## config.mk

```make
export PLATFORM = sky130hd
export DESIGN_NAME = wb_mem_frontend_flat
export DESIGN_NICKNAME = d
export VERILOG_FILES = /design/src/logic/ecc_mem_pkg.sv /design/src/logic/mem_req_if.sv /design/src/logic/wb_mem_frontend.sv /design/src/flat_wrapper.sv
export VERILOG_INCLUDE_DIRS = /design/src /design/src/logic
export SDC_FILE = /design/constraint.sdc
export NUM_CORES = 1
export LEC_CHECK = 0
export ABC_AREA = 1
export ABC_CLOCK_PERIOD_IN_PS = 2800
export BUFFER_PORTS_ARGS = -buffer_cell sky130_fd_sc_hd__buf_2
export CAP_MARGIN = 20
export CORE_MARGIN = 10
export CORE_UTILIZATION = 37
export DETAILED_ROUTE_END_ITERATION = 8
export PLACE_DENSITY = 0.8
export SYNTH_ARGS = -nofsm -noshare
export SYNTH_HDL_FRONTEND = slang
export SYNTH_SLANG_ARGS = --single-unit
```

## constraint.sdc

```tcl
create_clock -name clk_i -period 2.8 [get_ports clk_i]
set_clock_uncertainty 0.15 [all_clocks]
set_input_delay 0.56 -clock clk_i [delete_from_list [all_inputs] [get_ports clk_i]]
set_output_delay 0.56 -clock clk_i [all_outputs]
set_load 0.005 [all_outputs]
```

## src/logic/ecc_mem_consts.svh

```systemverilog
// Size constants for the SECDED memory: data, check and codeword widths, address width, depth
`ifndef ECC_MEM_CONSTS_SVH
`define ECC_MEM_CONSTS_SVH

// Payload word seen by the bus master
`define ECC_DATA_W 32

// Six Hamming check bits plus one overall parity bit
`define ECC_CHECK_W 7

// Stored codeword, data plus check bits
`define ECC_CODE_W 39

// Word address into the codeword array
`define ECC_ADDR_W 8

// Number of codewords held by the RAM
`define ECC_DEPTH 256

`endif

```

## src/logic/ecc_mem_pkg.sv

```systemverilog
// Types shared by the ECC memory design: front-end states, ECC read outcomes, memory opcodes
package ecc_mem_pkg;

  // Wishbone front-end FSM states
  // IDLE accepts a new cycle, WAIT_RSP waits for the memory, ACK lets the strobe drop
  typedef enum logic [1:0] {
    IDLE     = 2'd0,
    WAIT_RSP = 2'd1,
    ACK      = 2'd2
  } fe_state_e;

  // Outcome of a SECDED check on one read
  typedef enum logic [1:0] {
    ECC_OK            = 2'd0,
    ECC_CORRECTED     = 2'd1,
    ECC_UNCORRECTABLE = 2'd2
  } ecc_status_e;

  // Operation carried by a memory request
  typedef enum logic {
    MEM_READ  = 1'b0,
    MEM_WRITE = 1'b1
  } mem_op_e;

endpackage

```

## src/logic/mem_req_if.sv

```systemverilog
// Memory request interface between pipeline stages, with source and destination modports
`timescale 1ns/1ps
`include "ecc_mem_consts.svh"

interface mem_req_if;

  // Single-cycle request strobe, there is no handshake back to the source
  logic                       req;
  ecc_mem_pkg::mem_op_e       op;
  logic [`ECC_ADDR_W-1:0]     addr;
  // Raw write data, filled in by the front end
  logic [`ECC_DATA_W-1:0]     wdata;
  // Encoded write codeword, filled in by the encoder stage
  logic [`ECC_CODE_W-1:0]     code;

  // The stage that produces the request
  modport src (
    output req,
    output op,
    output addr,
    output wdata,
    output code
  );

  // The stage that consumes the request
  modport dst (
    input req,
    input op,
    input addr,
    input wdata,
    input code
  );

endinterface

```

## src/logic/wb_mem_frontend.sv

```systemverilog
// Wishbone classic slave FSM that issues one memory request per cycle and returns the response
`timescale 1ns/1ps
`include "ecc_mem_consts.svh"

module wb_mem_frontend (
  input  logic                      clk_i,
  input  logic                      arst_n_i,
  input  logic                      cyc_i,
  input  logic                      stb_i,
  input  logic                      we_i,
  input  logic [`ECC_ADDR_W-1:0]    adr_i,
  input  logic [`ECC_DATA_W-1:0]    dat_i,
  output logic [`ECC_DATA_W-1:0]    dat_o,
  output logic                      ack_o,
  output logic                      err_o,
  output ecc_mem_pkg::ecc_status_e  ecc_status_o,
  mem_req_if.src                    req,
  input  logic                      rsp_valid_i,
  input  logic [`ECC_DATA_W-1:0]    rsp_data_i,
  input  ecc_mem_pkg::ecc_status_e  rsp_status_i
);

  ecc_mem_pkg::fe_state_e   state_q;
  ecc_mem_pkg::mem_op_e     op_q;
  ecc_mem_pkg::ecc_status_e status_q;
  logic                     req_q;
  logic [`ECC_ADDR_W-1:0]   addr_q;
  logic [`ECC_DATA_W-1:0]   wdata_q;
  logic [1:0]               wcnt_q;
  logic                     done;
  logic                     rsp_bad;

  // A write is done once the encoder and RAM stages have both seen it, two edges after issue
  // A read is done when the decoder presents its registered result
  assign done    = (op_q == ecc_mem_pkg::MEM_WRITE) ? (wcnt_q == 2'd2) : rsp_valid_i;
  assign rsp_bad = (rsp_status_i == ecc_mem_pkg::ECC_UNCORRECTABLE);

  // Responses are decoded from the state so that a read completes in the same cycle
  // the decoder result is visible, four edges after the strobe was taken
  assign ack_o = (state_q == ecc_mem_pkg::WAIT_RSP) && done &&
                 !((op_q == ecc_mem_pkg::MEM_READ) && rsp_bad);
  assign err_o = (state_q == ecc_mem_pkg::WAIT_RSP) && done &&
                 (op_q == ecc_mem_pkg::MEM_READ) && rsp_bad;

  // The decoder holds its last result until the next read completes
  // Status switches to the held copy once the result is gone, so writes report clean
  assign dat_o        = rsp_data_i;
  assign ecc_status_o = rsp_valid_i ? rsp_status_i : status_q;

  // Request fields towards the encoder, the codeword is not known here yet
  assign req.req   = req_q;
  assign req.op    = op_q;
  assign req.addr  = addr_q;
  assign req.wdata = wdata_q;
  assign req.code  = '0;

  always_ff @(posedge clk_i or negedge arst_n_i) begin
    if (!arst_n_i) begin
      state_q  <= ecc_mem_pkg::IDLE;
      op_q     <= ecc_mem_pkg::MEM_READ;
      status_q <= ecc_mem_pkg::ECC_OK;
      req_q    <= 1'b0;
      wcnt_q   <= 2'd0;
    end else begin
      // The request is a one-cycle pulse
      req_q <= 1'b0;
      case (state_q)
        ecc_mem_pkg::IDLE: begin
          if (cyc_i && stb_i) begin
            req_q   <= 1'b1;
            op_q    <= we_i ? ecc_mem_pkg::MEM_WRITE : ecc_mem_pkg::MEM_READ;
            wcnt_q  <= 2'd0;
            state_q <= ecc_mem_pkg::WAIT_RSP;
            // Writes carry no check result, report a clean status for them
            if (we_i) begin
              status_q <= ecc_mem_pkg::ECC_OK;
            end
          end
        end
        ecc_mem_pkg::WAIT_RSP: begin
          if (op_q == ecc_mem_pkg::MEM_WRITE) begin
            wcnt_q <= wcnt_q + 2'd1;
          end
          if (rsp_valid_i) begin
            status_q <= rsp_status_i;
          end
          if (done) begin
            state_q <= ecc_mem_pkg::ACK;
          end
        end
        // Master still holds its strobe here, it is ignored for one cycle
        ecc_mem_pkg::ACK: state_q <= ecc_mem_pkg::IDLE;
        default: state_q <= ecc_mem_pkg::IDLE;
      endcase
    end
  end

  // Address and write data of the cycle taken in IDLE
  always_ff @(posedge clk_i) begin
    if ((state_q == ecc_mem_pkg::IDLE) && cyc_i && stb_i) begin
      addr_q  <= adr_i;
      wdata_q <= dat_i;
    end
  end

endmodule

```

## src/flat_wrapper.sv

```systemverilog
// flat-port wrapper written by rule: the top's interface ports become plain ports
module wb_mem_frontend_flat 
  (clk_i, arst_n_i, cyc_i, stb_i, we_i, adr_i, dat_i, dat_o, ack_o, err_o, ecc_status_o, rsp_valid_i, rsp_data_i, rsp_status_i, req_req, req_op, req_addr, req_wdata, req_code);
  mem_req_if req_i ();
  input  logic clk_i;
  input  logic arst_n_i;
  input  logic cyc_i;
  input  logic stb_i;
  input  logic we_i;
  input  logic [`ECC_ADDR_W-1:0] adr_i;
  input  logic [`ECC_DATA_W-1:0] dat_i;
  output logic [`ECC_DATA_W-1:0] dat_o;
  output logic ack_o;
  output logic err_o;
  output ecc_mem_pkg::ecc_status_e ecc_status_o;
  input  logic rsp_valid_i;
  input  logic [`ECC_DATA_W-1:0] rsp_data_i;
  input  ecc_mem_pkg::ecc_status_e rsp_status_i;
  output wire logic [$bits(req_i.req)-1:0] req_req;
  output wire logic [$bits(req_i.op)-1:0] req_op;
  output wire logic [$bits(req_i.addr)-1:0] req_addr;
  output wire logic [$bits(req_i.wdata)-1:0] req_wdata;
  output wire logic [$bits(req_i.code)-1:0] req_code;
  assign req_req = req_i.req;
  assign req_op = req_i.op;
  assign req_addr = req_i.addr;
  assign req_wdata = req_i.wdata;
  assign req_code = req_i.code;
  wb_mem_frontend u_core (.clk_i(clk_i), .arst_n_i(arst_n_i), .cyc_i(cyc_i), .stb_i(stb_i), .we_i(we_i), .adr_i(adr_i), .dat_i(dat_i), .dat_o(dat_o), .ack_o(ack_o), .err_o(err_o), .ecc_status_o(ecc_status_o), .req(req_i), .rsp_valid_i(rsp_valid_i), .rsp_data_i(rsp_data_i), .rsp_status_i(rsp_status_i));
endmodule
```

# --- Word level (Yosys, flattened, before mapping) ---
# Cells that the tools add are included.
op_classes:
  n_reduce_logical: 15
  n_mux: 14
  addsub: 1
  n_bitwise: 1
  eq_ne: 7
op_table:
  columns: ["op", "count"]
  rows:
  - ["2-to-1 mux 2 bit", 7]
  - ["one-hot mux 2 bit (2 select lines)", 3]
  - ["logical AND 1 bit", 8]
  - ["!= test 2 x 1 -> 1 bit (second input constant)", 3]
  - ["AND reduction 3 bit", 2]
  - ["equality test 2 bit (second input constant)", 2]
  - ["2-to-1 mux 1 bit", 4]
  - ["AND reduction 2 bit", 2]
  - ["adder 2 x 1 -> 2 bit (second input constant)", 1]
  - ["equality test 2 x 1 -> 1 bit (second input constant)", 1]
  - ["logical NOT 2 bit", 1]
  - ["!= test 2 bit (second input constant)", 1]
  - ["nonzero test 2 bit", 1]
  - ["logical NOT 1 bit", 1]
  - ["NOT 1 bit", 1]
totals:
  register_bits: 48
  output_inout_bits: 117

# --- Longest topological paths before layout ---
# Gate-level depths: netlist of run 1.
logic_depth:
  depth_word: 5
  depth_mapped: 6

# --- Least setup slack after synthesis of run 1 ---
# No wires, ideal clock.
synth_path:
  path_type: "input to register"
  start: "input port cyc_i"
  end: "register u_core.addr_q[0] (netlist: u_core.req.addr[0]) (enable)"
  t_arrival_ns: 1.550
  path_stages: 4
  t_required_ns: 2.256
  slack_ns: 0.706
  setup_ns: 0.394
  cell_sequence: "nand2_1 -> inv_1 -> nand2_2 -> inv_1"
synth_via:
  elab_chain_cells: 2
synth_lines:
  columns: ["item", "line_no", "text"]
  rows:
  - ["from (decl)", "flat_wrapper.sv:7", "input logic cyc_i;"]
  - ["logical AND 1 bit (2 in a row)", "wb_mem_frontend.sv:100", "if ((state_q == ecc_mem_pkg::IDLE) && cyc_i && stb_i) begin"]
  - ["to (signal assigned)", "wb_mem_frontend.sv:101", "addr_q <= adr_i;"]
  - ["to (decl)", "wb_mem_frontend.sv:27", "logic [`ECC_ADDR_W-1:0] addr_q;"]
# No other way between the ends.
# A chain may end at the register's enable or synchronous reset.

# --- Worst setup path after layout of run 1 ---
layout_path:
  start: "register u_core.wcnt_q[0]"
  end: "output port ack_o"
layout_via:
  elab_chain_cells: 4
layout_lines:
  columns: ["item", "line_no", "text"]
  rows:
  - ["from (decl)", "wb_mem_frontend.sv:29", "logic [1:0] wcnt_q;"]
  - ["from (signal assigned)", "wb_mem_frontend.sv:82", "wcnt_q <= wcnt_q + 2'd1;"]
  - ["equality test 2 bit", "wb_mem_frontend.sv:35", "assign done = (op_q == ecc_mem_pkg::MEM_WRITE) ? (wcnt_q == 2'd2) : rsp_valid_i;"]
  - ["2-to-1 mux 1 bit", "wb_mem_frontend.sv:35", null]
  - ["logical AND 1 bit (2 in a row)", "wb_mem_frontend.sv:40", "assign ack_o = (state_q == ecc_mem_pkg::WAIT_RSP) && done &&"]
  - ["to (decl)", "flat_wrapper.sv:13", "output logic ack_o;"]
# No other way between the ends.

==> reports/results.md, run 1 <==
| Quantity | Reported | Unit |
|---|---|---|
| Area of all sequential standard cells | 1401 | um2 |
| Worst hold path type | input port to flip-flop | - |
| Largest area contributor in the netlist | sky130_fd_sc_hd__edfxtp_1 | - |
| Core ar. | 5574 | um2 |
| Port Buffers | 93 | - |
| Total vias in the final route | 1263 | - |
| Pin count of the biggest net entering global routing | 41 | - |
| Critical path launch point type | flip-flop | - |
| Die area | 9241 | um2 |
| Final Cycle Share | 74.60 | % |
| CTS Sinks | 48 | - |
| Unrepaired setup endpoints after global routing | false | - |
| DRT met1 WL | 1.758 | mm |
| Number of CTS-inserted buffers | 5 | - |
| Synthesized area per cell | 12.84 | um2 |
| DRT Pass-1 Iters | 4 | - |
| Commonest cells after routing, fill and taps aside | sky130_fd_sc_hd__buf_2, sky130_fd_sc_hd__edfxtp_1, sky130_fd_sc_hd__conb_1 | - |
| Max_cap viols | 0 | - |
| Count of final hold-check violations | 0 | - |
| Portion of synthesized cell area occupied by the leading cell type | 56.01 | % |
| Fraction of layout cells with a size suffix above 1 | 43.46 | % |
| Number of global-route vias before repair | 1357 | - |
| Area used by multi-input combinational logic | 307.8 | um2 |
| Mean number of vias per cell | 4.087 | - |
| WL/cell | 17.11 | um |
| Count of non-filler cells in the finished layout | 309 | - |
| CTS H-tree lvls | 2 | - |
| Commonest non-fill, non-tap cell in the layout | sky130_fd_sc_hd__buf_2 | - |
| Largest buffer count on any clock path | 2 | - |
| Count of distinct cell types in the synthesized netlist | 13 | - |
| Delay of the slowest critical-path stage | 0.39 | ns |
| Max FO, Critical Path | 3 | - |
| Fmax | 0.4787 | GHz |
| Remaining number of nets flagged by the antenna check after routing | 0 | - |
| Required time of the critical path | 2.09 | ns |
| Number of warnings issued by yosys | 0 | - |
| Clock transition at path regs | 0.09 | ns |
| Final core utilization | 43.32 | % |
| Number of max-slew violations in the final report | 0 | - |
| Total inserted antenna cells | 0 | - |
| Worst hold slack after final layout | 0.2828 | ns |
| Final weighted congestion in routability-driven placement | 0.7911 | - |
| Slowest stage cell on the critical path | sky130_fd_sc_hd__dfrtp_1 | - |
| CTS Root Buffer Type | sky130_fd_sc_hd__clkbuf_8 | - |
| Routed wire length | 5.286 | mm |
| Overall Global Routing Usage | 10.22 | % |
| Starting density of the core | 38.47 | % |
| Post-placement cell count | 300 | - |
| Clock tree from TritonCTS | built | - |
| Post-synthesis sequential area ratio | 65.34 | % |
| Total met3 wirelength after detailed routing | 966 | um |
| Category of the worst setup path capture point | output pin | - |
| Main area contributors after synthesis | sky130_fd_sc_hd__edfxtp_1, sky130_fd_sc_hd__buf_4, sky130_fd_sc_hd__dfrtp_1, sky130_fd_sc_hd__nand2_1, sky130_fd_sc_hd__inv_1 | - |
| Sum of internal, switching and leakage power | 1.668 | mW |
| Finish-stage setup viols | 0 | - |
| Final HPWL DP | 4.493 | mm |
| Antenna violations before repair | 0 | - |
| Vertical die dimension | 96.13 | um |
| Yosys reg bits | 48 | - |
| Overflow left after global routing | 0 | - |
| Top layer reached by signal wires | met4 | - |
| Filler cell count | 542 | - |
| Worst VDD drop | 0.0002650 | V |
| Total number of nets in the final design | 317 | - |
| Area added between synthesis and finish | 12.60 | % |
| Cell family with the largest share of critical-path delay | flip-flops | - |
| Total buffers and inverters traversed by the critical path | 2 | - |
| Number of buffers added for setup after CTS | 0 | - |
| Leakage power figure | 1.173 | nW |
| Cell Chain, Critical Path | inv_1 -> ha_1 -> nand2_1 -> o21ai_1 -> nand2_2 -> nor2_1 -> buf_2 | - |
| Remaining routing DRC violations | 0 | - |
| DRT iter0 DRCs | 54 | - |
| Clock insertion delay at the later pin of the skew report | 0.29 | ns |
| Power per cell area | 690.6 | nW/um2 |
| First-pass GRT wire length | 7.065 | mm |
| Post-layout minimum cycle time | 2.089 | ns |
| Die width | 96.13 | um |
| Final TNS setup | 0 | ns |
| I/O pin count | 197 | - |
| Routed length on met2 | 2.327 | mm |
| Run status | complete, no violations | - |
| Critical path start-end classification | flip-flop to output pin | - |
| Critical path data arrival time | 1.38 | ns |
| Netlist area before placement | 2145 | um2 |
| Cell count after synthesis | 167 | - |
| Standard-cell rows | 27 | - |
==> cells in the mapped netlist <==
cell                       instances
sky130_fd_sc_hd__o21ai_1           3
sky130_fd_sc_hd__nor2_1            5
sky130_fd_sc_hd__inv_1            12
sky130_fd_sc_hd__nand2_2           2
sky130_fd_sc_hd__conb_1            1
sky130_fd_sc_hd__nand4_1           2
sky130_fd_sc_hd__buf_4            71
sky130_fd_sc_hd__nand2_1          16
sky130_fd_sc_hd__dfrtp_1           8
sky130_fd_sc_hd__ha_1              1
sky130_fd_sc_hd__edfxtp_1         40
sky130_fd_sc_hd__nand3_1           5
sky130_fd_sc_hd__o21ai_0           1
==> report_power, final <==
group / switching (mW) / internal [mW] / total, mW
clock network: 0.218 / 0.172 / 0.390
logic: 0.188 / 0.126 / 0.314
registers: 0.0557 / 0.908 / 0.964
==> what timing repair did <==
action                    in CTS  in global routing
hold buffers                   1                  0
resized for setup              0                  0
hold endpoints to repair       8                  0
==> routing by layer <==
layer | vias up | track usage [%]
li1 | 572 | -
met1 | 549 | 9.723
met2 | 117 | 16.37
met3 | 25 | 6.070
met4 | 0 | 6.880
met5 | - | 0
==> cells by family (layout without fill, tap and decap cells) <==
kind of cell	count (synthesis)	after routing	share of synthesized area [%]
AOI/OAI and AO/OA	4	4	0.9331
DFF	48	48	65.34
adders and majority gates	1	1	0.5833
buffers and inverters	83	115	26.95
other	1	39	0.1749
and+or+nand+nor	30	30	6.009
==> flip-flops by register name (all words and copies together), names as in the netlist <==
signal / count
u_core.req.wdata: 32
u_core.req.addr: 8
u_core.state_q: 2
u_core.status_q: 2
u_core.wcnt_q: 2
u_core.req.op: 1
u_core.req.req: 1
==> per-stage QoR <==
stage / setup WS (ns) / instance area [um2]
2_1_floorplan: 0.7056 / 2287
3_3_place_gp: 0.9170 / 2317
3_5_place_dp: 0.9098 / 2317
4_1_cts: 0.7025 / 2415
5_1_grt: 0.5607 / 2415
6_report: 0.7112 / 2415
==> area by class of cell <==
class,instances,share of cell area (%)
sequential,48,58.03
multi-input combinational,74,12.75
clock buffer,5,2.850
inverter,12,1.865
clock inverter,3,0.7772
timing repair buffer,95,20.00
tap,72,3.731
==> worst paths after layout <==
kind                                        start                    to  slack (ns)  cells past startpoint
worst max-delay path             u_core.wcnt_q[0]                 ack_o        0.71                      7
worst min-delay path                    dat_i[18]  u_core.req.wdata[18]        0.28                      1
worst max register to register  u_core.state_q[0]  u_core.req.wdata[23]        1.14                      4
worst min register to register   u_core.wcnt_q[0]      u_core.wcnt_q[0]        0.37                      2
max in group asynchronous                arst_n_i      u_core.wcnt_q[1]        1.85                      2
min in group asynchronous                arst_n_i     u_core.state_q[1]        0.48                      2
No activity file was read; power rests on OpenSTA's default activity.
==> run 2: changes to the inputs <==
--- a/config.mk
+++ b/config.mk
@@ -6,14 +6,14 @@
 export SDC_FILE = /design/constraint.sdc
 export NUM_CORES = 1
 export LEC_CHECK = 0
-export ABC_AREA = 1
-export ABC_CLOCK_PERIOD_IN_PS = 2800
+export ABC_AREA = 0
+export ABC_CLOCK_PERIOD_IN_PS = 1800
 export BUFFER_PORTS_ARGS = -buffer_cell sky130_fd_sc_hd__buf_2
 export CAP_MARGIN = 20
 export CORE_MARGIN = 10
-export CORE_UTILIZATION = 37
+export CORE_UTILIZATION = 33
 export DETAILED_ROUTE_END_ITERATION = 8
-export PLACE_DENSITY = 0.8
+export PLACE_DENSITY = 0.76
 export SYNTH_ARGS = -nofsm -noshare
 export SYNTH_HDL_FRONTEND = slang
 export SYNTH_SLANG_ARGS = --single-unit
==> constraint.sdc (replaced) <==
create_clock -name clk_i -period 1.8 [get_ports clk_i]
set_clock_uncertainty 0.15 [all_clocks]
set_input_delay 0.36 -clock clk_i [delete_from_list [all_inputs] [get_ports clk_i]]
set_output_delay 0.36 -clock clk_i [all_outputs]
set_load 0.005 [all_outputs]
==> run 2 against run 1 <==
  * Synthesized cell count is 9.6% lower
  * Critical path depth down 3
  * Final cell count is 2.6% lower
  * Combinational power rose by 110%
  * Sequential cell count is the same
  * Synthesized area rose by 0.23%
  * Cell area increased by 6.5%
  * Via count shrank 1.8%
  * Sequential share of layout area is 3.6 points lower
==> reports/results.md, run 2 <==
| Quantity | Reported | Unit | vs previous |
|---|---|---|---|
| Die area | 10140 | um2 | +9.8% |
| Fraction of met1 tracks used by global routing | 9.788 | % | +0.066 points |
| Power spent charging and discharging nets | 731.2 | uW | +59% |
| CTS Root Buffer Type | sky130_fd_sc_hd__clkbuf_8 | - |  |
| DRT Pass-1 Iters | 4 | - | unchanged |
| Leakage power figure | 1.185 | nW | +1.0% |
| Depth of the worst register-to-register path | 3 | - | -1 |
| Clock insertion delay at the later pin of the skew report | 0.29 | ns | about the same |
| Area added between synthesis and finish | 19.67 | % |  |
| Netlist area before placement | 2150 | um2 | +0.23% |
| Max FO, Critical Path | 4 | - | +1 |
| Overflow left after global routing | 0 | - | unchanged |
| CTS H-tree lvls | 2 | - | unchanged |
| Slack of the critical path | 0.04289 | ns | -0.6683 ns |
| Clock power frac | 29.0 | % | +5.6 points |
| WL/cell | 17.26 | um | +0.91% |
| Number of global-route vias before repair | 1350 | - | -0.52% |
| Port Buffers | 93 | - | unchanged |
| Final core utilization | 40.51 | % | -2.8 points |
| Remaining number of nets flagged by the antenna check after routing | 0 | - | unchanged |
| Vertical die dimension | 100.7 | um | +4.8% |
| Routing layer with the top usage in global route | met2 | - |  |
| Internal power | 2.277 | mW | +89% |
| Final HPWL DP | 4.253 | mm | -5.3% |
| Commonest non-fill, non-tap cell in the layout | sky130_fd_sc_hd__buf_2 | - |  |
| GRT met2 Usage | 13.51 | % | -2.9 points |
| Total vias in the final route | 1240 | - | -1.8% |
| I/O pin count | 197 | - | unchanged |
| Share of power burned in registers | 49.0 | % | -8.8 points |
| Leading cell types by count after synthesis | sky130_fd_sc_hd__buf_4, sky130_fd_sc_hd__edfxtp_1, sky130_fd_sc_hd__dfrtp_1 | - |  |
| Mean number of vias per cell | 4.120 | - | +0.79% |
| Worst VDD drop | 0.0006068 | V | +130% |
| Largest buffer count on any clock path | 2 | - | unchanged |
| Hold Path Origin | adr_i[4] | - |  |
| Count of final hold-check violations | 0 | - | unchanged |
| Cell count after synthesis | 151 | - | -9.6% |
| Post-layout minimum cycle time | 1.757 | ns |  |
| Commonest cells after routing, fill and taps aside | sky130_fd_sc_hd__buf_2, sky130_fd_sc_hd__edfxtp_1, sky130_fd_sc_hd__conb_1 | - |  |
| Number of CTS-inserted buffers | 5 | - | unchanged |
| First-pass GRT wire length | 7.100 | mm | +0.50% |
| Remaining routing DRC violations | 0 | - | unchanged |
| Antenna violations before repair | 0 | - | unchanged |
| Part of the total power dissipated in combinational logic | 22.0 | % | +3.2 points |
| Post-synthesis sequential area ratio | 65.19 | % | -0.15 points |
| Routed wire length | 5.196 | mm | -1.7% |
| Standard-cell rows | 29 | - | +7.4% |
| WHS Path Cells | 1 | - | unchanged |
| Filler cell count | 583 | - | +7.6% |
| Yosys reg bits | 48 | - | unchanged |
| Unrepaired setup endpoints after global routing | true | - |  |
| Total number of nets in the final design | 305 | - | -3.8% |
| Hold worst-path end | u_core.req.addr[4] | - |  |
| Critical path launch point type | flip-flop | - |  |
| Largest area contributor in the netlist | sky130_fd_sc_hd__edfxtp_1 | - |  |
| Critical path data arrival time | 1.25 | ns | -0.13 ns |
| Pin count of the biggest net entering global routing | 19 | - | -54% |
| Run status | complete, no violations | - |  |
| Number of warnings issued by yosys | 0 | - | unchanged |
| Category of the worst setup path capture point | output pin | - |  |
| Critical path start-end classification | flip-flop to output pin | - |  |
| CTS Sinks | 48 | - | unchanged |
| Worst reg2reg setup slack | 0.20 | ns | -0.94 ns |
| Final Cycle Share | 97.62 | % |  |
| Number of flip-flops in the largest register | 32 | - | unchanged |
| Count of distinct cell types in the synthesized netlist | 18 | - | +5 |
| Clock transition at path regs | 0.08 | ns | about the same |
| Portion of synthesized cell area occupied by the leading cell type | 55.88 | % | -0.13 points |
| Power per cell area | 1169 | nW/um2 | +69% |
| Count of non-filler cells in the finished layout | 301 | - | -2.6% |
| R2R Path Start | u_core.state_q[0] | - |  |
| Main area contributors after synthesis | sky130_fd_sc_hd__edfxtp_1, sky130_fd_sc_hd__buf_4, sky130_fd_sc_hd__dfrtp_1, sky130_fd_sc_hd__nand2b_1, sky130_fd_sc_hd__nand4bb_4 | - |  |
| Final TNS setup | 0 | ns | unchanged |
| Max_cap viols | 0 | - | unchanged |
| Fmax | 0.5691 | GHz |  |
| Core ar. | 6350 | um2 | +14% |
| Share of total power consumed by net switching | 24.31 | % | -3.3 points |
| Die width | 100.7 | um | +4.8% |
| Starting density of the core | 33.85 | % | -4.6 points |
| DRT iter0 DRCs | 47 | - | -13% |
| Fraction of layout cells with a size suffix above 1 | 52.68 | % | +9.2 points |
| Top-count cell post-synth | sky130_fd_sc_hd__buf_4 | - |  |
| Critical R2R Capture | u_core.req.addr[7] | - |  |
| Number of max-slew violations in the final report | 0 | - | unchanged |
| Worst hold path type | input port to flip-flop | - |  |
| Placement-stage worst setup slack | 0.2021 | ns | -0.7076 ns |
| Post-placement cell count | 289 | - | -3.7% |
| Flip-flop cell with the highest count after synthesis | sky130_fd_sc_hd__edfxtp_1 | - |  |
| Required time of the critical path | 1.29 | ns | -0.80 ns |
| Routing usage on met3 | 4.664 | % | -1.4 points |
| Overall Global Routing Usage | 8.847 | % | -1.4 points |
| Final weighted congestion in routability-driven placement | 0.7596 | - | -4.0% |
| Number of enable flip-flop cells after synthesis | 40 | - | unchanged |
| Clock tree from TritonCTS | built | - |  |
| Finish-stage setup viols | 0 | - | unchanged |
| Proportion of synthesized flip-flops having asynchronous set or reset | 16.67 | % | unchanged |
| Synthesized area per cell | 14.24 | um2 | +11% |
| Total inserted antenna cells | 0 | - | unchanged |
run 2: logic make-up after synthesis:
kind of cell,synth area share [%]
fa+ha+maj,0.5820
compound gates,1.164
buf+inv,25.49
simple gates,5.646
other cells,0.1745
mux,1.746
flops,65.19
run 2: repair_timing:
item | 4_1_cts | 5_1_grt
gates resized for setup | 5 | 4
pin swaps | 0 | 2
setup buffers | 1 | 3
hold buffers | 1 | 0
hold endpoints to repair | 8 | 0
endpoints found under the setup margin | 2 | 2
run 2: worst max path at each step:
stage,start,to,slack [ns],depth (start not counted)
2_1_floorplan,u_core.state_q[0],u_core.req.addr[0],0.16,2
3_3_place_gp,u_core.state_q[1],err_o,0.22,3
3_5_place_dp,u_core.req.op,ack_o,0.20,4
4_1_cts,u_core.req.op,ack_o,-0.002,4
5_1_grt,u_core.wcnt_q[0],ack_o,-0.05,5
6_report,u_core.req.op,ack_o,0.04,4
run 2: metrics by stage:
step                power [mW]  instance area (um2)  hold slack, ns
floorplan                1.878                 2296        -0.08559
global placement         2.024                 2361         0.06334
detailed placement       2.046                 2361         0.06717
CTS                      2.978                 2531         0.07993
global route             3.158                 2572         0.07028
finish                   3.008                 2572         0.09219
run 2: critical path: stages, from the launching register on:
cell,delay (ns)
sky130_fd_sc_hd__dfrtp_1,0.39
sky130_fd_sc_hd__nand2b_4,0.17
sky130_fd_sc_hd__nand2b_4,0.14
sky130_fd_sc_hd__a21oi_2,0.13
sky130_fd_sc_hd__buf_2,0.13
run 2: area by class of cell:
type | instances | area, um2 | share of cell area (%)
clock buffer | 5 | 68.82 | 2.675
clock inverter | 2 | 60.06 | 2.335
inverter | 3 | 15.01 | 0.5837
multi-input combinational | 66 | 385.4 | 14.98
sequential | 48 | 1401 | 54.47
tap | 77 | 96.34 | 3.745
timing repair buffer | 100 | 545.5 | 21.21
run 2: per-layer routing:
metal	share of wire, %	up-vias
met2	43	108
met4	3.4	0
met1	39	563
met5	0	-
li1	-	544
met3	14	25
run 2: power by group through the flow:
stage	Combinational, mW	Sequential [mW]	Clock [mW]
global placement	0.535	1.49	0
floorplan	0.370	1.51	0
detailed placement	0.549	1.50	0
CTS	0.606	1.47	0.901
global route	0.732	1.49	0.939
finish	0.661	1.47	0.874
